--- config.mk ---
export PLATFORM = sky130hd
export DESIGN_NAME = fetch_unit
export DESIGN_NICKNAME = d
export VERILOG_FILES = /design/src/rtl/fetch_pkg.sv /design/src/rtl/decode_pkg.sv /design/src/rtl/fetch_regs.sv /design/src/rtl/fetch_fifo.sv /design/src/rtl/fetch_seq.sv /design/src/rtl/predecode.sv /design/src/rtl/fetch_unit.sv
export VERILOG_INCLUDE_DIRS = /design/src /design/src/rtl
export SDC_FILE = /design/constraint.sdc
export NUM_CORES = 1
export LEC_CHECK = 0
export CAP_MARGIN = 15
export CORE_MARGIN = 1.5
export CORE_UTILIZATION = 41
export CTS_CLUSTER_SIZE = 20
export DETAILED_ROUTE_END_ITERATION = 10
export DONT_BUFFER_PORTS = 1
export GPL_ROUTABILITY_DRIVEN = 1
export PLACE_DENSITY = 0.69
export SETUP_SLACK_MARGIN = 0.05
export SYNTH_ARGS = -nofsm -noshare
export SYNTH_HDL_FRONTEND = slang
export SYNTH_SLANG_ARGS = --single-unit
--- constraint.sdc ---
create_clock -name clk -period 5.5 [get_ports clk]
set_clock_uncertainty 0.1 [all_clocks]
set_input_delay 0.825 -clock clk [delete_from_list [all_inputs] [get_ports clk]]
set_output_delay 0.825 -clock clk [all_outputs]
set_load 0.03 [all_outputs]
--- src/rtl/fetch_consts.svh ---
`ifndef FETCH_CONSTS_SVH
`define FETCH_CONSTS_SVH

// ==========================================================
// Widths of the fetch datapath
// ==========================================================

// Byte address of an instruction word
`define FETCH_ADDR_W 16
`define FETCH_INSTR_W 32

// Queue geometry and the occupancy counter that covers it
`define FETCH_DEPTH 16
`define FETCH_CNT_W 5

// Fetch holds off once occupancy passes the depth minus this margin
`define FETCH_AF_MARGIN 5

// Configuration register map
`define FETCH_REG_BOOT 0
`define FETCH_REG_CTRL 1

// ==========================================================
// Instruction field layout
// ==========================================================
`define OPC_LSB 29
`define OPC_W 3
`define RD_LSB 23
`define RS_LSB 18
`define REG_W 5
`define IMM_W 16

`endif

--- src/rtl/fetch_pkg.sv ---
`default_nettype none

`include "fetch_consts.svh"

// Types seen on the fetch side of the buffer
package fetch_pkg;

	// Byte address, always word aligned
	typedef logic [`FETCH_ADDR_W-1:0] addr_t;

	// Raw instruction word as returned by memory
	typedef logic [`FETCH_INSTR_W-1:0] instr_t;

	// Queue occupancy, wide enough to hold the full depth
	typedef logic [`FETCH_CNT_W-1:0] fifo_cnt_t;

	// Only two configuration registers exist
	typedef logic [0:0] reg_addr_t;

	// One queue slot keeps the word together with where it came from
	typedef struct packed {
		addr_t pc;
		instr_t instr;
	} fetch_entry_t;

	// Configuration state handed to the sequencer
	typedef struct packed {
		logic run;
		addr_t boot_pc;
	} fetch_cfg_t;

endpackage

`default_nettype wire

--- src/rtl/decode_pkg.sv ---
`default_nettype none

`include "fetch_consts.svh"

// Types seen by the decode stage
package decode_pkg;

	// Instruction class follows the opcode directly for the first five codes
	// Everything from opcode 5 upward folds into CLS_OTHER
	typedef enum logic [`OPC_W-1:0] {
		CLS_ALU = 3'd0,
		CLS_ALU_IMM = 3'd1,
		CLS_LOAD = 3'd2,
		CLS_STORE = 3'd3,
		CLS_BRANCH = 3'd4,
		CLS_OTHER = 3'd5
	} instr_class_e;

	// Architectural register index
	typedef logic [`REG_W-1:0] reg_idx_t;

	// Record presented to decode for the head of the queue
	// The immediate is already sign extended to the full word
	typedef struct packed {
		fetch_pkg::addr_t pc;
		fetch_pkg::instr_t instr;
		instr_class_e cls;
		reg_idx_t rd;
		reg_idx_t rs;
		logic [`FETCH_INSTR_W-1:0] imm;
	} decoded_t;

endpackage

`default_nettype wire

--- src/rtl/fetch_regs.sv ---
`timescale 1ns/1ps
`default_nettype none

`include "fetch_consts.svh"

// Configuration registers for the fetch unit
// Writing the boot address also requests a restart from that address
module fetch_regs (
	input wire clk,
	input wire rst,
	input wire reg_wr,
	input wire fetch_pkg::reg_addr_t reg_addr,
	input wire fetch_pkg::addr_t reg_wdata,
	output fetch_pkg::fetch_cfg_t cfg,
	output logic restart
);

	localparam fetch_pkg::reg_addr_t REG_BOOT = fetch_pkg::reg_addr_t'(`FETCH_REG_BOOT);
	localparam fetch_pkg::reg_addr_t REG_CTRL = fetch_pkg::reg_addr_t'(`FETCH_REG_CTRL);

	// Restart is registered so it lines up with the new boot_pc value
	always_ff @(posedge clk) begin
		if (rst) begin
			cfg <= '0;
			restart <= 1'b0;
		end else begin
			// Pulse lasts a single cycle unless another boot write follows
			restart <= 1'b0;
			if (reg_wr) begin
				case (reg_addr)
					REG_BOOT: begin
						cfg.boot_pc <= reg_wdata;
						restart <= 1'b1;
					end
					REG_CTRL: begin
						// Only bit 0 of the control word is defined
						cfg.run <= reg_wdata[0];
					end
				endcase
			end
		end
	end

endmodule

`default_nettype wire

--- src/rtl/fetch_fifo.sv ---
`timescale 1ns/1ps
`default_nettype none

`include "fetch_consts.svh"

// Circular buffer with first-word-fall-through reads
// The head entry is always visible on dout while v is high
module fetch_fifo #(
	parameter int WID = 48,
	parameter int DEP = 16
) (
	input wire clk,
	input wire rst,
	input wire clear,
	input wire wr,
	input wire [WID-1:0] di,
	input wire rd,
	output logic [WID-1:0] dout,
	output fetch_pkg::fifo_cnt_t cnt,
	output logic almost_full,
	output logic full,
	output logic empty,
	output logic v
);

	localparam int PTR_W = (DEP > 1) ? $clog2(DEP) : 1;
	localparam fetch_pkg::fifo_cnt_t DEP_CNT = fetch_pkg::fifo_cnt_t'(DEP);
	localparam fetch_pkg::fifo_cnt_t AF_LIMIT =
		fetch_pkg::fifo_cnt_t'(DEP - `FETCH_AF_MARGIN);

	logic [WID-1:0] mem [DEP];
	logic [PTR_W-1:0] wr_ptr;
	logic [PTR_W-1:0] rd_ptr;
	logic wr_en;
	logic rd_en;

	// Pointers wrap explicitly so depths that are not a power of two work
	function automatic logic [PTR_W-1:0] ptr_next(input logic [PTR_W-1:0] p);
		if (p == PTR_W'(DEP - 1)) begin
			ptr_next = '0;
		end else begin
			ptr_next = p + 1'b1;
		end
	endfunction

	// A read from an empty queue is dropped
	// A write to a full queue only goes in when a read frees a slot
	always_comb begin
		rd_en = rd & ~empty;
		wr_en = wr & (~full | rd_en);
	end

	// ==========================================================
	// Pointers and occupancy
	// ==========================================================
	always_ff @(posedge clk) begin
		if (rst || clear) begin
			wr_ptr <= '0;
			rd_ptr <= '0;
			cnt <= '0;
		end else begin
			if (wr_en) begin
				wr_ptr <= ptr_next(wr_ptr);
			end
			if (rd_en) begin
				rd_ptr <= ptr_next(rd_ptr);
			end
			// Simultaneous read and write leaves the count unchanged
			case ({wr_en, rd_en})
				2'b10: cnt <= cnt + 1'b1;
				2'b01: cnt <= cnt - 1'b1;
				default: cnt <= cnt;
			endcase
		end
	end

	// Entry storage, filled at the write pointer
	always_ff @(posedge clk) begin
		if (wr_en) begin
			mem[wr_ptr] <= di;
		end
	end

	// All flags come straight from the occupancy
	always_comb begin
		dout = mem[rd_ptr];
		almost_full = cnt > AF_LIMIT;
		full = cnt == DEP_CNT;
		empty = cnt == '0;
		v = cnt != '0;
	end

endmodule

`default_nettype wire

--- src/rtl/fetch_seq.sv ---
`timescale 1ns/1ps
`default_nettype none

`include "fetch_consts.svh"

// Program counter sequencer
// Issues one word request per cycle while allowed and pairs each response
// with the address that produced it
module fetch_seq (
	input wire clk,
	input wire rst,
	input wire fetch_pkg::fetch_cfg_t cfg,
	input wire restart,
	input wire redirect,
	input wire fetch_pkg::addr_t redirect_pc,
	input wire almost_full,
	input wire fetch_pkg::instr_t imem_data,
	output logic imem_req,
	output fetch_pkg::addr_t imem_addr,
	output logic flush,
	output logic q_wr,
	output fetch_pkg::fetch_entry_t q_entry
);

	// One instruction word per request
	localparam fetch_pkg::addr_t PC_STEP = fetch_pkg::addr_t'(`FETCH_INSTR_W / 8);

	fetch_pkg::addr_t pc_q;
	logic pend_q;
	fetch_pkg::addr_t pend_pc_q;

	// ==========================================================
	// Request side
	// ==========================================================

	// Either a new boot address or a taken branch throws away queued work
	always_comb begin
		flush = restart | redirect;
		imem_req = cfg.run & ~flush & ~almost_full;
		imem_addr = pc_q;
	end

	always_ff @(posedge clk) begin
		if (rst) begin
			pc_q <= '0;
			pend_q <= 1'b0;
		end else if (flush) begin
			// Redirect wins over a restart landing in the same cycle
			pc_q <= redirect ? redirect_pc : cfg.boot_pc;
			// The request in flight belongs to the old stream
			pend_q <= 1'b0;
		end else begin
			if (imem_req) begin
				pc_q <= pc_q + PC_STEP;
			end
			pend_q <= imem_req;
		end
	end

	// Address of the outstanding request
	always_ff @(posedge clk) begin
		if (imem_req) begin
			pend_pc_q <= pc_q;
		end
	end

	// ==========================================================
	// Response side
	// ==========================================================

	// Memory data is valid the cycle after the request
	// A response that arrives together with a flush is dropped
	always_comb begin
		q_wr = pend_q & ~flush;
		q_entry.pc = pend_pc_q;
		q_entry.instr = imem_data;
	end

endmodule

`default_nettype wire

--- src/rtl/predecode.sv ---
`timescale 1ns/1ps
`default_nettype none

`include "fetch_consts.svh"

// Combinational predecoder on the queue head
// Decode sees the record in the same cycle the entry reaches the head
module predecode (
	input wire fetch_pkg::fetch_entry_t head,
	input wire head_v,
	input wire consume,
	output logic q_rd,
	output decode_pkg::decoded_t out,
	output logic out_valid
);

	logic [`OPC_W-1:0] opc;

	always_comb begin
		opc = head.instr[`OPC_LSB +: `OPC_W];

		out.pc = head.pc;
		out.instr = head.instr;

		// Opcodes 5 to 7 have no dedicated class yet
		case (opc)
			3'd0: out.cls = decode_pkg::CLS_ALU;
			3'd1: out.cls = decode_pkg::CLS_ALU_IMM;
			3'd2: out.cls = decode_pkg::CLS_LOAD;
			3'd3: out.cls = decode_pkg::CLS_STORE;
			3'd4: out.cls = decode_pkg::CLS_BRANCH;
			default: out.cls = decode_pkg::CLS_OTHER;
		endcase

		// Register fields sit at fixed positions for every class
		out.rd = head.instr[`RD_LSB +: `REG_W];
		out.rs = head.instr[`RS_LSB +: `REG_W];

		// Low half of the word is the immediate, extended from its top bit
		out.imm = {{(`FETCH_INSTR_W - `IMM_W){head.instr[`IMM_W-1]}},
			head.instr[`IMM_W-1:0]};

		out_valid = head_v;

		// The queue itself ignores a pop while empty
		q_rd = consume;
	end

endmodule

`default_nettype wire

--- src/rtl/fetch_unit.sv ---
`timescale 1ns/1ps
`default_nettype none

`include "fetch_consts.svh"

// Instruction fetch buffer
// Sequencer feeds the queue from instruction memory and the predecoder
// drains it toward decode
module fetch_unit (
	input wire clk,
	input wire rst,
	input wire reg_wr,
	input wire fetch_pkg::reg_addr_t reg_addr,
	input wire fetch_pkg::addr_t reg_wdata,
	input wire redirect,
	input wire fetch_pkg::addr_t redirect_pc,
	input wire fetch_pkg::instr_t imem_data,
	input wire consume,
	output logic imem_req,
	output fetch_pkg::addr_t imem_addr,
	output decode_pkg::decoded_t out,
	output logic out_valid
);

	fetch_pkg::fetch_cfg_t cfg;
	logic restart;
	logic flush;
	logic almost_full;
	logic q_wr;
	logic q_rd;
	fetch_pkg::fetch_entry_t q_entry;
	fetch_pkg::fetch_entry_t head;
	logic head_v;

	fetch_regs i_fetch_regs (
		.clk(clk),
		.rst(rst),
		.reg_wr(reg_wr),
		.reg_addr(reg_addr),
		.reg_wdata(reg_wdata),
		.cfg(cfg),
		.restart(restart)
	);

	fetch_seq i_fetch_seq (
		.clk(clk),
		.rst(rst),
		.cfg(cfg),
		.restart(restart),
		.redirect(redirect),
		.redirect_pc(redirect_pc),
		.almost_full(almost_full),
		.imem_data(imem_data),
		.imem_req(imem_req),
		.imem_addr(imem_addr),
		.flush(flush),
		.q_wr(q_wr),
		.q_entry(q_entry)
	);

	// Count, full and empty are left open since back-pressure uses almost_full
	// and the predecoder works from the valid level
	fetch_fifo #(
		.WID($bits(fetch_pkg::fetch_entry_t)),
		.DEP(`FETCH_DEPTH)
	) i_fetch_fifo (
		.clk(clk),
		.rst(rst),
		.clear(flush),
		.wr(q_wr),
		.di(q_entry),
		.rd(q_rd),
		.dout(head),
		.cnt(),
		.almost_full(almost_full),
		.full(),
		.empty(),
		.v(head_v)
	);

	predecode i_predecode (
		.head(head),
		.head_v(head_v),
		.consume(consume),
		.q_rd(q_rd),
		.out(out),
		.out_valid(out_valid)
	);

endmodule

`default_nettype wire

; ---- After elaboration in Yosys (flattened, before gate mapping)
; Memory sizes are Yosys's and may differ from the RTL's. A register that Yosys moved wholly into a read port is not among the register bits.
; Cells that the tools add are included.
[word_totals]
register_bits = 64
mem_bits_rw = 768
inputBits = 70
out_inout_bits = 111
elab_cells = 60
n_memories = 1
[classes]
n_addsub = 5
magnitude_cmp = 1
n_eq_ne = 9
n_mux = 12
n_bitwise = 13
reduce_logical = 10
[mem_list]
columns = memory, depth, width, read_ports, rd_ports_with_merged_regs, wr, line_no
row1 = i_fetch_fifo.mem, 16, 48, 1, 1, 1, fetch_fifo.sv:31  ; logic [WID-1:0] mem [DEP];
[op_table]
columns = operator, n
row1 = two-way mux 16 bit, 3
row2 = "adder 16 x 3 -> 16 bit, second input constant", 1
row3 = two-way mux 4 bit, 4
row4 = case mux 3 bit (5 select lines), 1
row5 = case mux 5 bit (2 select lines), 1
row6 = "adder 4 x 1 -> 4 bit, second input constant", 2
row7 = "== test 4 bit, second input constant", 2
row8 = "== test 3 x 2 -> 1 bit, second input constant", 2
row9 = NOT 1 bit, 6
row10 = "adder 5 x 1 -> 5 bit, second input constant", 1
row11 = bitwise AND 1 bit, 5
row12 = "== test 5 bit, second input constant", 1
row13 = "> comparator 5 x 4 -> 1 bit, second input constant", 1
row14 = zero test 5 bit, 1
row15 = nonzero test 5 bit, 1
row16 = "subtractor 5 x 1 -> 5 bit, second input constant", 1
row17 = AND reduction 2 bit, 2
row18 = nonzero test 2 bit, 2
row19 = OR reduction 2 bit, 2
row20 = "== test 3 x 1 -> 1 bit, second input constant", 1
row21 = "== test 3 bit, second input constant", 1
row22 = zero test 3 bit, 1
row23 = two-way mux 1 bit, 3
row24 = "== test 2 x 1 -> 1 bit, second input constant", 1
row25 = other kinds (3), 4

; ---- Logic depth before layout (Yosys ltp)
; Gate-level depths: netlist of run 1.
[logic_depth]
ltp_word = 7
ltp_mapped = 11
depth_no_buf = 10

; ---- Modules after synthesis
; From an unflattened synthesis of run 1, not the netlist that was laid out.
[hier_totals]
cells_unflattened = 1666
hier_area_um2 = 33046.7
[modules_own_cells]
columns = mod, instances, cells_per_inst, area_per_inst_um2, seq_area_each_um2
row1 = fetch_fifo, 1, 1304, 29654.7, 23402.4
row2 = fetch_seq, 1, 190, 1846.8, 820.8
row3 = fetch_regs, 1, 77, 837.1, 360.3
row4 = predecode, 1, 95, 708.2, 0.0

; ---- Least setup slack after synthesis of run 1
; OpenSTA, ideal clock, no wires.
[synth_path]
path_kind = input-to-reg
startpoint = input port redirect
endpoint = memory i_fetch_fifo.mem[3][0] (enable)
setup_time_ns = 0.513
arrival_ns = 5.049
t_required_ns = 4.887
setup_slack_ns = -0.162
cell_stages = 5
path_buffers = 1
path_cell_list = or3b_1 > buf_6 > a31oi_4 > nand2_1 > nor3_1
[synth_between]
elab_chain_len = 6
[synth_lines]
columns = element, line_no
row1 = from (decl), fetch_unit.sv:15  ; input wire redirect,
row2 = bitwise OR 1 bit, fetch_seq.sv:38  ; flush = restart | redirect;
row3 = NOT 1 bit, fetch_seq.sv:74  ; q_wr = pend_q & ~flush;
row4 = bitwise AND 1 bit, fetch_seq.sv:74
row5 = bitwise AND 1 bit, fetch_fifo.sv:50  ; wr_en = wr & (~full | rd_en);
row6 = two-way mux 1 bit, fetch_fifo.sv:79  ; if (wr_en) begin
row7 = two-way mux 1 bit (implied by the code), fetch_fifo.sv:80  ; mem[wr_ptr] <= di;
row8 = to (decl), fetch_fifo.sv:31
; No other way between the ends.

==> key figures, run 1 <==
Timing
  • Fin crit share: approximately 80%
  • Slew Limit Fails: 0
  • Worst-Margin Slew: around 1.1 ns
  • Achievable frequency: roughly 230 MHz
  • Setup violations, final: 0
  • Total negative slack: 0 ns
  • Unrepaired setup endpoints after global routing: false
  • Fin crit period: about 4.3 ns
  • Slew HR: approximately 29%
  • Hold Vio Cnt, Final: 0

CTS
  • CTS tree: done
  • Root Driver: clkbuf_16
  • Clk_lat worst skew: 0.62 ns
  • H-tree Lvls: 3
  • Post-CTS Hold Buffers: 0
  • Reg clk slew, reported paths: roughly 0.060 ns
  • Post-cts gate resize count: 0
  • Number of clock sinks: around 840
  • Post-CTS setup buffer count: 0
  • Cts bufs inserted: between 80 and 90
  • Worst-case clock buffer depth: 3

Logic synthesis
  • Avg Inst Size Synth: 21.5 µm²
  • Syn Inst Count: roughly 1500
  • Number of synthesized flops with an enable pin: 784
  • Main flop type after synthesis: edfxtp_1
  • Number of synthesis warnings: 0
  • Part of the Yosys area used for sequential elements: around three quarters
  • Net Count, Synth: ~1600
  • Share of flip-flops with an asynchronous set or reset: 0%
  • Netlist cell types: 54
  • FF+latch count, synth: between 800 and 900
  • Cell area after synthesis: roughly 32000 µm²

Worst setup path
  • CP Cell Sequence: buf_12, mux4_2, mux2i_1, a21oi_1, a21o_1
  • Crit end category: primary output
  • CP startpoint kind: register
  • Worst R2R Path Depth: 5
  • Critical path type: register to primary output
  • Reg2Reg Capture Point: i_fetch_fifo.mem[1][10]$_DFFE_PP_
  • Worst reg2reg path startpoint: i_fetch_regs.restart$_SDFF_PP0_
  • Worst reg2reg setup slack: 1.90 ns
  • CP max stage cell: a21oi_1
  • CP Data Required Time: around 4.6 ns
  • Capture point of the worst path: out[42]
  • Worst path arrival time: about 3.4 ns
  • CP max stage delay: a little over 0.8 ns
  • Crit Path Max Fanout: 57

Power
  • Pwr Density: 350 nW/µm²
  • Cell leakage power: around 11 nW
  • Maximum VDD drop: 0.255 mV

Finish
  • Commonest non-fill, non-tap cell in the layout: edfxtp_1
  • Finished Cell Area: 36300 µm²
  • Most frequent cells in the layout: edfxtp_1 (784), mux4_2 (232), clkbuf_16 (87), nand2_1 (73), a21oi_1 (52)
  • Layout cells sized above 1: between 20% and 30%
  • Diode count: 0
  • Layout area overhead: 12.4%
  • Nets: between 1500 and 2000

Place
  • Global placer's final weighted congestion: ~0.78
  • DP HPWL: between 30000 and 40000 µm
  • I/O Buffers: 0
  • Area of placed instances: around 34000 µm²

Global route
  • Largest net degree at the start of global routing: approximately 130
  • GRT overflow: 0
  • First-pass GRT wire length: between 90000 and 100000 µm
  • Antenna violations before repair: 0
  • Vias in the first global route: about 15000
  • GRT Total Usage: 16.4%

Drt
  • 1st-iter DRT viols: roughly 1300
  • Post-route DRC: 0
  • Vias: 14600
  • Average wire per standard cell: ~25 µm
  • Vias per Instance: between 5 and 6
  • Final ANT Viol Nets: 0
  • DRT Pass-1 Iters: 5
  • DRT Wirelength: between 60000 and 70000 µm

Worst hold path
  • Min-delay worst type: input pin to register

Floorplanning
  • Core Area: between 70000 and 80000 µm²
  • Die H: 284 µm
  • Die width: about 280 µm
  • Initial core utilization: 41.6%
  • IO Pins: approximately 180
  • Die ar.: 80500 µm²
  • Cell Rows: ~100

Run status
  • Status: finished clean

Run
  • MaxCap Viol Count: 0
[metrics by stage]
| step | worst slack (ns) | std cells | power, mW | util [%] | hold slack [ns] |
|---|---|---|---|---|---|
| CTS | 1.01 | 2618 | 12.8 | 46.7 | 0.135 |
| detailed placement | 1.68 | 2462 | 7.19 | 43.2 | 0.343 |
| global route | 0.969 | 2618 | 13.0 | 46.7 | 0.135 |
| finish | 1.16 | 2618 | 12.7 | 46.7 | 0.164 |
| global placement | 1.71 | 2462 | 7.18 | 43.2 | 0.335 |
| floorplan | 1.12 | 1504 | 7.17 | - | 0.331 |
[cells in the mapped netlist, types with 6 or more instances]
master | n | share of area [%]
buf_2 | 23 | 0.36
nor2b_1 | 7 | 0.14
clkbuf_1 | 41 | 0.48
nand3_1 | 6 | 0.093
and2_1 | 7 | 0.14
o21ai_0 | 17 | 0.26
a21oi_1 | 52 | 0.81
mux4_2 | 233 | 16
mux2i_1 | 15 | 0.46
dfxtp_1 | 52 | 3.2
ha_1 | 9 | 0.35
nor3_1 | 10 | 0.15
inv_1 | 14 | 0.16
nand2_1 | 73 | 0.85
edfxtp_1 | 784 | 73
nor2_1 | 37 | 0.43
buf_4 | 44 | 1.0
nand2b_1 | 8 | 0.15
[per-layer routing]
metal  vias to the layer above  routed length [µm]  track usage (%)
li1                       6209                   -                -
met1                      7809               26500             21.5
met2                       501               32800             27.3
met3                        86                5180             4.54
met4                         0                1160             4.01
met5                         -                   0                0
[worst min-delay path by stage]
stage	from	to	slack, ns	depth (start not counted)
after global placement	i_fetch_regs.cfg[14]$_SDFFE_PP0P_	i_fetch_regs.cfg[14]$_SDFFE_PP0P_	0.34	2
after detailed placement	i_fetch_regs.cfg[14]$_SDFFE_PP0P_	i_fetch_regs.cfg[14]$_SDFFE_PP0P_	0.34	2
final	rst	i_fetch_regs.cfg[5]$_SDFFE_PP0P_	0.16	1
after floorplan	i_fetch_regs.cfg[14]$_SDFFE_PP0P_	i_fetch_regs.cfg[14]$_SDFFE_PP0P_	0.33	2
after CTS	rst	i_fetch_regs.cfg[5]$_SDFFE_PP0P_	0.13	1
after global routing	rst	i_fetch_regs.cfg[5]$_SDFFE_PP0P_	0.13	1
[flip-flops by register name (all words and copies together), names as in the netlist, named ones only]
register	flops
i_fetch_fifo.mem	768
i_fetch_regs.cfg	17
i_fetch_seq.imem_addr	16
i_fetch_seq.pend_pc_q	16
i_fetch_fifo.cnt	5
i_fetch_fifo.rd_ptr	4
i_fetch_fifo.wr_ptr	4
i_fetch_regs.restart	1
i_fetch_seq.pend_q	1
[cells by family after synthesis]
family,count (synthesis),synth area share [%]
AOI/OAI and AO/OA,100,1.88
DFF,836,76.1
muxes,249,16.8
xor gates and xnor gates,8,0.217
buffers and inverters,130,2.24
adders and majority gates,10,0.410
and+or+nand+nor,171,2.43
[cell type report]
cell class | count | area, µm²
inverters | 14 | 53.8
fillers | 6230 | 41400
clock buffers | 101 | 2260
repair buffers | 34 | 450
clock inverters | 55 | 514
flip-flops and latches | 836 | 24600
well taps | 1040 | 1300
multi-input cells | 538 | 7150
[power by group]
group          switching, mW  total, mW  internal [mW]
clock                   2.36       5.64           3.28
sequential            0.0361       6.98           6.94
combinational         0.0478     0.0765         0.0287
total                   2.45       12.7           10.3
[critical path: cells and delay by family (launching register included)]
kind	cells	cell delay [ns]
multiplexers	2	0.43
buffers and inverters	1	0.46
flip-flops	1	0.73
AO/OA/AOI/OAI	2	1.15
No activity file was read; power rests on OpenSTA's default activity.
==> run 2: changes to the inputs <==
Clock period 5.5 ns to 3.54 ns, I/O delays scaled along.
==> run 2 against run 1 <==
  * Sequential cell count unchanged
  * Global-route usage rose by 1.3 points
  * Wire length increased by 7.6%
  * Power rose by 58%
  * Cell area grew 3.4%
  * Register-to-register slack got worse by 1.4 ns
  * Clock power is 60% higher
  * Sequential share of layout area fell by 2.2 points
  * Count of clock-buffer cells in the layout grew 5
  * Setup slack worse by 1.1 ns
  * Core utilization grew 1.6 points
  * First-iteration DRC count rose by 15%
  * Critical path type unchanged
  * Largest power group unchanged
==> key figures, run 2 (synthesized netlist as in run 1, its figures left out) <==
Power
  • Switch share: 19.3% (+0.084 points)
  • Internal power: 16.2 mW (+58%)
  • Maximum VDD drop: 0.327 mV (+28%)
  • Switching pwr: 3.89 mW (+59%)
  • Seq pwr share: 53.9% (-1.0 points)
  • Clock power frac: 44.8% (+0.4 points)
  • Pwr Density: 535 nW/µm² (+53%)
  • Combinational share of power: 1.3% (+0.7 points)
  • Cell leakage power: 11.5 nW (+5.0%)

Run
  • MaxCap Viol Count: 0 (unchanged)

Place
  • Area of placed instances: 34000 µm² (+1.2%)
  • Dpl cells: 2491 (+1.2%)
  • I/O Buffers: 0 (unchanged)
  • DP HPWL: 38900 µm (+4.4%)
  • Global placer's final weighted congestion: 0.797 (+2.6%)

Run status
  • Status: finished clean

Finish
  • Nets: 1689 (+6.2%)
  • FILL cells: 6125 (-1.7%)
  • Diode count: 0 (unchanged)
  • Layout cells sized above 1: 27.5% (+0.96 points)
  • Finished Cell Area: 37600 µm² (+3.4%)
  • Commonest non-fill, non-tap cell in the layout: edfxtp_1
  • Regs by FF count: i_fetch_fifo.mem x768, i_fetch_regs.cfg x17
  • Layout area overhead: 16.2%
  • Most frequent cells in the layout: edfxtp_1 (784), mux4_2 (232), clkbuf_16 (88), nand2_1 (73), dlygate4sd3_1 (58)
  • Most flop-heavy register: i_fetch_fifo.mem
  • Final non-filler cell total: 2719 (+3.9%)
  • Largest register FFs: 768 (unchanged)
  • Post-layout util: 48.3% (+1.6 points)

Global route
  • Vias in the first global route: 15900 (+2.5%)
  • First-pass GRT wire length: 105000 µm (+6.5%)
  • Antenna violations before repair: 2 (+2)
  • GRT overflow: 0 (unchanged)
  • GRT Total Usage: 17.7% (+1.3 points)
  • Largest net degree at the start of global routing: 59 (-53%)

Timing
  • Setup violations, final: 0 (unchanged)
  • Achievable frequency: 287 MHz
  • Fin crit share: between 90% and 100%
  • Total negative slack: 0 ns (unchanged)
  • Unrepaired setup endpoints after global routing: true
  • Hold Vio Cnt, Final: 0 (unchanged)
  • Fin crit period: 3.48 ns
  • Slew HR: 32.4% (+3.7 points)
  • Slew Limit Fails: 0 (unchanged)
  • Worst-Margin Slew: 1.00 ns (-0.0655 ns)

Drt
  • Average wire per standard cell: 26.0 µm (+3.6%)
  • DRT Pass-1 Iters: 5 (unchanged)
  • Post-route DRC: 0 (unchanged)
  • DRT Wirelength: 70700 µm (+7.6%)
  • Vias: 15100 (+3.4%)
  • Final ANT Viol Nets: 0 (unchanged)
  • 1st-iter DRT viols: 1486 (+15%)
  • Vias per Instance: 5.56 (-0.42%)

CTS
  • Clk_lat worst skew: 0.63 ns (about the same)
  • Number of clock sinks: 836 (unchanged)
  • Reg clk slew, reported paths: 0.06 ns (about the same)
  • Cts bufs inserted: 86 (unchanged)
  • Root Driver: clkbuf_16
  • H-tree Lvls: 3 (unchanged)
  • Worst-case clock buffer depth: 3 (unchanged)
  • CTS tree: done

Floorplanning
  • Die width: 284 µm (unchanged)
  • Cell Rows: 102 (unchanged)
  • IO Pins: 181 (unchanged)
  • Initial core utilization: 41.6% (unchanged)
  • Die H: 284 µm (unchanged)
  • Core Area: 77700 µm² (unchanged)
  • Die ar.: 80500 µm² (unchanged)

Worst setup path
  • CP startpoint kind: register
  • CP Data Required Time: 2.91 ns (-1.67 ns)
  • Crit Path Max Fanout: 18 (-68%)
  • Worst path arrival time: 2.85 ns (-0.57 ns)
  • Critical path type: register to primary output
  • Crit end category: primary output

Worst hold path
  • Min-delay worst type: input pin to register
-- run 2: timing repair --
item / 4_1_cts / 5_1_grt
cloned: 1 / 0
endpoints found under the hold margin: 547 / 0
gates resized for setup: 2 / 7
hold buffers: 59 / 0
buffers inserted: 7 / 3
endpoints found under the setup margin: 84 / 73
-- run 2: path summary, 6_finish.rpt --
check	depth (start not counted)	start	end	slack, ns
max	5	register	out[27]	0.06
min reg2reg	2	i_fetch_regs.cfg[5]$_SDFFE_PP0P_	i_fetch_regs.cfg[5]$_SDFFE_PP0P_	0.36
max reg2reg	10	i_fetch_fifo.cnt[0]$_SDFFE_PP0P_	i_fetch_fifo.cnt[4]$_SDFFE_PP0P_	0.53
min	3	redirect	i_fetch_seq.imem_addr[0]$_SDFFE_PP0P_	0.07
-- run 2: layout make-up --
type / instances / area (µm²) / area share [%]
flip-flops and latches: 836 / 24600 / 65.5
clock buffers: 106 / 2300 / 6.12
multi-input cells: 538 / 7170 / 19.1
repair buffers: 133 / 1610 / 4.28
inverters: 14 / 55.1 / 0.147
well taps: 1040 / 1300 / 3.46
clock inverters: 52 / 534 / 1.42
-- run 2: per-stage QoR --
stage / hold slack (ns) / total power [mW] / setup WS [ns]
finish: 0.0682 / 20.1 / 0.0573
global route: 0.0668 / 20.7 / -0.00579
CTS: 0.0163 / 20.3 / 0.0241
detailed placement: 0.337 / 11.2 / 0.549
global placement: 0.336 / 11.2 / 0.558
floorplan: 0.331 / 11.1 / -0.542
-- run 2: critical path, stage by stage (launching register included) --
cell and delay, ns:
dfxtp_4 0.36, buf_4 0.16, buf_4 0.14, mux4_2 0.51, mux4_4 0.69, buf_16 0.36
-- run 2: power by group through the flow --
| stage | Clock, mW | Sequential (mW) | Combinational, mW |
|---|---|---|---|
| floorplan | 0 | 11.0 | 0.111 |
| finish | 9.02 | 10.8 | 0.260 |
| global placement | 0 | 11.0 | 0.118 |
| detailed placement | 0 | 11.0 | 0.122 |
| global route | 9.59 | 10.8 | 0.285 |
| CTS | 9.20 | 10.8 | 0.256 |
-- run 2: per-layer routing --
| metal | GRT usage, % | part of all wire (%) | vias up |
|---|---|---|---|
| li1 | - | - | 6416 |
| met1 | 23.8 | 41 | 8057 |
| met2 | 29.3 | 50 | 546 |
| met3 | 4.14 | 7.8 | 82 |
| met4 | 4.67 | 1.6 | 4 |
| met5 | 0 | 0.031 | - |
==> run 3: changes to the inputs <==
Settings changed: SYNTH_HIERARCHICAL set to 1.
==> run 3 against run 2 <==
  * Maximum frequency increased by 4.3%
  * Core utilization is 1.3 points lower
  * Non-clock buffer count is 1 lower
  * Count of clock-buffer cells in the layout rose by 7
  * Via count is 4.9% higher
  * Wire length decreased by 0.17%
  * Global-route usage shrank 0.56 points
  * Register-to-register slack improved by 0.11 ns
  * Sequential power is essentially flat
  * First-iteration DRC count grew 7.8%
  * Synthesized cell count is 11% higher
  * Highest routed layer unchanged
  * Sequential share of layout area is 0.39 points higher
==> key figures, run 3 <==
Run status
  • Status: finished clean

Worst setup path
  • Worst reg2reg setup slack: 0.64 ns (+0.11 ns)
  • CP startpoint kind: register
  • CP top delay family: multiplexers
  • Critical path type: register to primary output
  • Worst reg2reg path startpoint: i_fetch_fifo/cnt[0]$_SDFFE_PP0P_
  • CP Cell Sequence: buf_12, mux4_2, a22oi_1, nand2_1
  • Reg2Reg Capture Point: i_fetch_fifo/cnt[4]$_SDFFE_PP0P_
  • CP max stage cell: mux4_2
  • CP Data Required Time: 2.91 ns (about the same)
  • CP Buf/Inv Count: 1 (-2)
  • CP max stage delay: 0.55 ns (-0.14 ns)
  • Crit end category: primary output
  • Crit Path Max Fanout: 44 (+26)
  • Worst path arrival time: 2.71 ns (-0.14 ns)
  • Worst R2R Path Depth: 8 (-2)

Finish
  • Finished Cell Area: 37300 µm² (-0.61%)
  • Multi-input logic area: 7280 µm² (+1.5%)
  • Layout cells sized above 1: 24.9% (-2.6 points)
  • Layout area overhead: 13.0%
  • Post-layout util: 47.0% (-1.3 points)
  • Largest register FFs: 768 (unchanged)
  • Commonest non-fill, non-tap cell in the layout: edfxtp_1
  • Most frequent cells in the layout: edfxtp_1 (784), mux4_2 (192), a22oi_1 (96), clkbuf_16 (84), nand2_1 (72)
  • FILL cells: 6455 (+5.4%)
  • Most flop-heavy register: i_fetch_fifo/mem
  • Sequential Area: 24600 µm² (about the same)
  • Diode count: 0 (unchanged)
  • Nets: 1757 (+4.0%)
  • Regs by FF count: i_fetch_fifo/mem x768, i_fetch_regs/cfg x17

Logic synthesis
  • Avg Inst Size Synth: 19.9 µm² (-7.6%)
  • Syn Inst Count: 1664 (+11%)
  • Net Count, Synth: 1744 (+10%)
  • Cell area after synthesis: 33000 µm² (+2.2%)
  • Number of synthesis warnings: 6 (+6)

CTS
  • Root Driver: clkbuf_16
  • Clk_lat worst skew: 0.60 ns (-0.03 ns)
  • Worst-case clock buffer depth: 3 (unchanged)
  • Reg clk slew, reported paths: 0.06 ns (about the same)
  • Cts bufs inserted: 84 (-2.3%)
  • CTS tree: done
  • Number of clock sinks: 836 (unchanged)
  • H-tree Lvls: 3 (unchanged)

Drt
  • Final ANT Viol Nets: 0 (unchanged)
  • DRT Wirelength: 70600 µm (-0.17%)
  • Uppermost layer routed: met5
  • 1st-iter DRT viols: 1602 (+7.8%)
  • M1 WL: 29400 µm (+1.9%)
  • DR WL met2: 34200 µm (-2.7%)
  • Vias: 15900 (+4.9%)
  • Met3 routed WL: 5880 µm (+6.7%)
  • Average wire per standard cell: 25.3 µm (-2.8%)
  • Post-route DRC: 0 (unchanged)
  • DRT Pass-1 Iters: 5 (unchanged)
  • Vias per Instance: 5.68 (+2.2%)

Global route
  • Antenna violations before repair: 1 (-1)
  • Vias in the first global route: 16600 (+4.4%)
  • Largest net degree at the start of global routing: 62 (+5.1%)
  • First-pass GRT wire length: 106000 µm (+0.62%)
  • GRT overflow: 0 (unchanged)
  • GRT Total Usage: 17.2% (-0.56 points)

Timing
  • Worst-Margin Slew: 1.07 ns (+0.0646 ns)
  • Fin crit share: 94.3% (-4.1 points)
  • Slew HR: 28.5% (-3.9 points)
  • Worst Setup Slack, final: 0.202 ns (+0.145 ns)
  • Setup violations, final: 0 (unchanged)
  • Hold Vio Cnt, Final: 0 (unchanged)
  • Hold_ws: 0.0261 ns (-0.0421 ns)
  • Slew Limit Fails: 0 (unchanged)
  • Fin crit period: 3.34 ns (-0.145 ns)
  • Achievable frequency: 300 MHz (+4.3%)
  • Unrepaired setup endpoints after global routing: false

Power
  • Maximum VDD drop: 0.352 mV (+7.9%)
  • Cell leakage power: 11.5 nW (+0.31%)
  • Power Total: 19.4 mW (-3.3%)
  • Pwr Density: 521 nW/µm² (-2.8%)

Place
  • Area of placed instances: 34100 µm² (+0.41%)
  • I/O Buffers: 0 (unchanged)
  • Pre-CTS setup slack: 0.652 ns (+0.103 ns)
  • Global placer's final weighted congestion: 0.780 (-2.2%)
  • DP HPWL: 36800 µm (-5.4%)

Floorplanning
  • IO Pins: 181 (unchanged)
  • Die width: 287 µm (+1.1%)
  • Die ar.: 82300 µm² (+2.2%)
  • Core Area: 79400 µm² (+2.1%)
  • Cell Rows: 103 (+0.98%)
  • Die H: 287 µm (+1.1%)
  • Initial core utilization: 41.6% (about the same)

Worst hold path
  • WHS Endpoint: i_fetch_regs/cfg[8]$_SDFFE_PP0P_
  • Hold depth: 2 (-1)
  • Worst Hold Launch: reg_wr
  • Min-delay worst type: input pin to register

Run
  • MaxCap Viol Count: 0 (unchanged)
## run 3: power breakdown
group	internal, mW	switching [mW]	leakage (nW)
clock network	4.68	3.61	1.23
registers	10.8	0.0812	7.48
logic	0.107	0.172	2.78
## run 3: timing repair
action | in CTS | in global routing
endpoints found under the setup margin | 12 | 65
pin swaps | 0 | 0
hold buffers | 58 | 0
cloned | 1 | 0
hold endpoints to repair | 545 | 0
setup buffers | 0 | 3
resized for setup | 1 | 3
## run 3: through the flow
| step | instances | TNS, ns |
|---|---|---|
| final | 2792 | 0 |
| after global routing | 2792 | 0 |
| after CTS | 2789 | 0 |
| after detailed placement | 2579 | 0 |
| after global placement | 2579 | 0 |
| after floorplan | 1664 | -205.59 |
## run 3: routing by layer
layer / track usage, % / vias up
met5: 0 / -
met4: 3.57 / 2
met3: 4.40 / 95
met2: 27.8 / 590
met1: 23.7 / 8466
li1: - / 6697
## run 3: cell type report
| class | count | share of cell area [%] |
|---|---|---|
| tap | 1050 | 3.52 |
| timing repair buffer | 132 | 4.08 |
| multi-input combinational | 611 | 19.5 |
| clock inverter | 38 | 0.928 |
| clock buffer | 113 | 5.98 |
| inverter | 12 | 0.121 |
| sequential | 836 | 65.9 |
## run 3: worst max path at each step
stage,startpoint,endpoint,cells after the start
2_1_floorplan,redirect,i_fetch_fifo/mem[4][0]$_DFFE_PP_,5
3_3_place_gp,register,out[35],6
3_5_place_dp,redirect,i_fetch_fifo/cnt[4]$_SDFFE_PP0P_,10
4_1_cts,register,out[57],4
5_1_grt,register,out[87],4
6_report,register,out[40],4
## run 3: worst register-to-register path: stages, from the launching register on
cell	delay, ns
dfxtp_1	0.39
or4_1	0.75
o21ai_4	0.27
inv_2	0.12
ha_1	0.34
a21oi_1	0.27
a21oi_1	0.12
a311o_1	0.33
a31oi_1	0.14
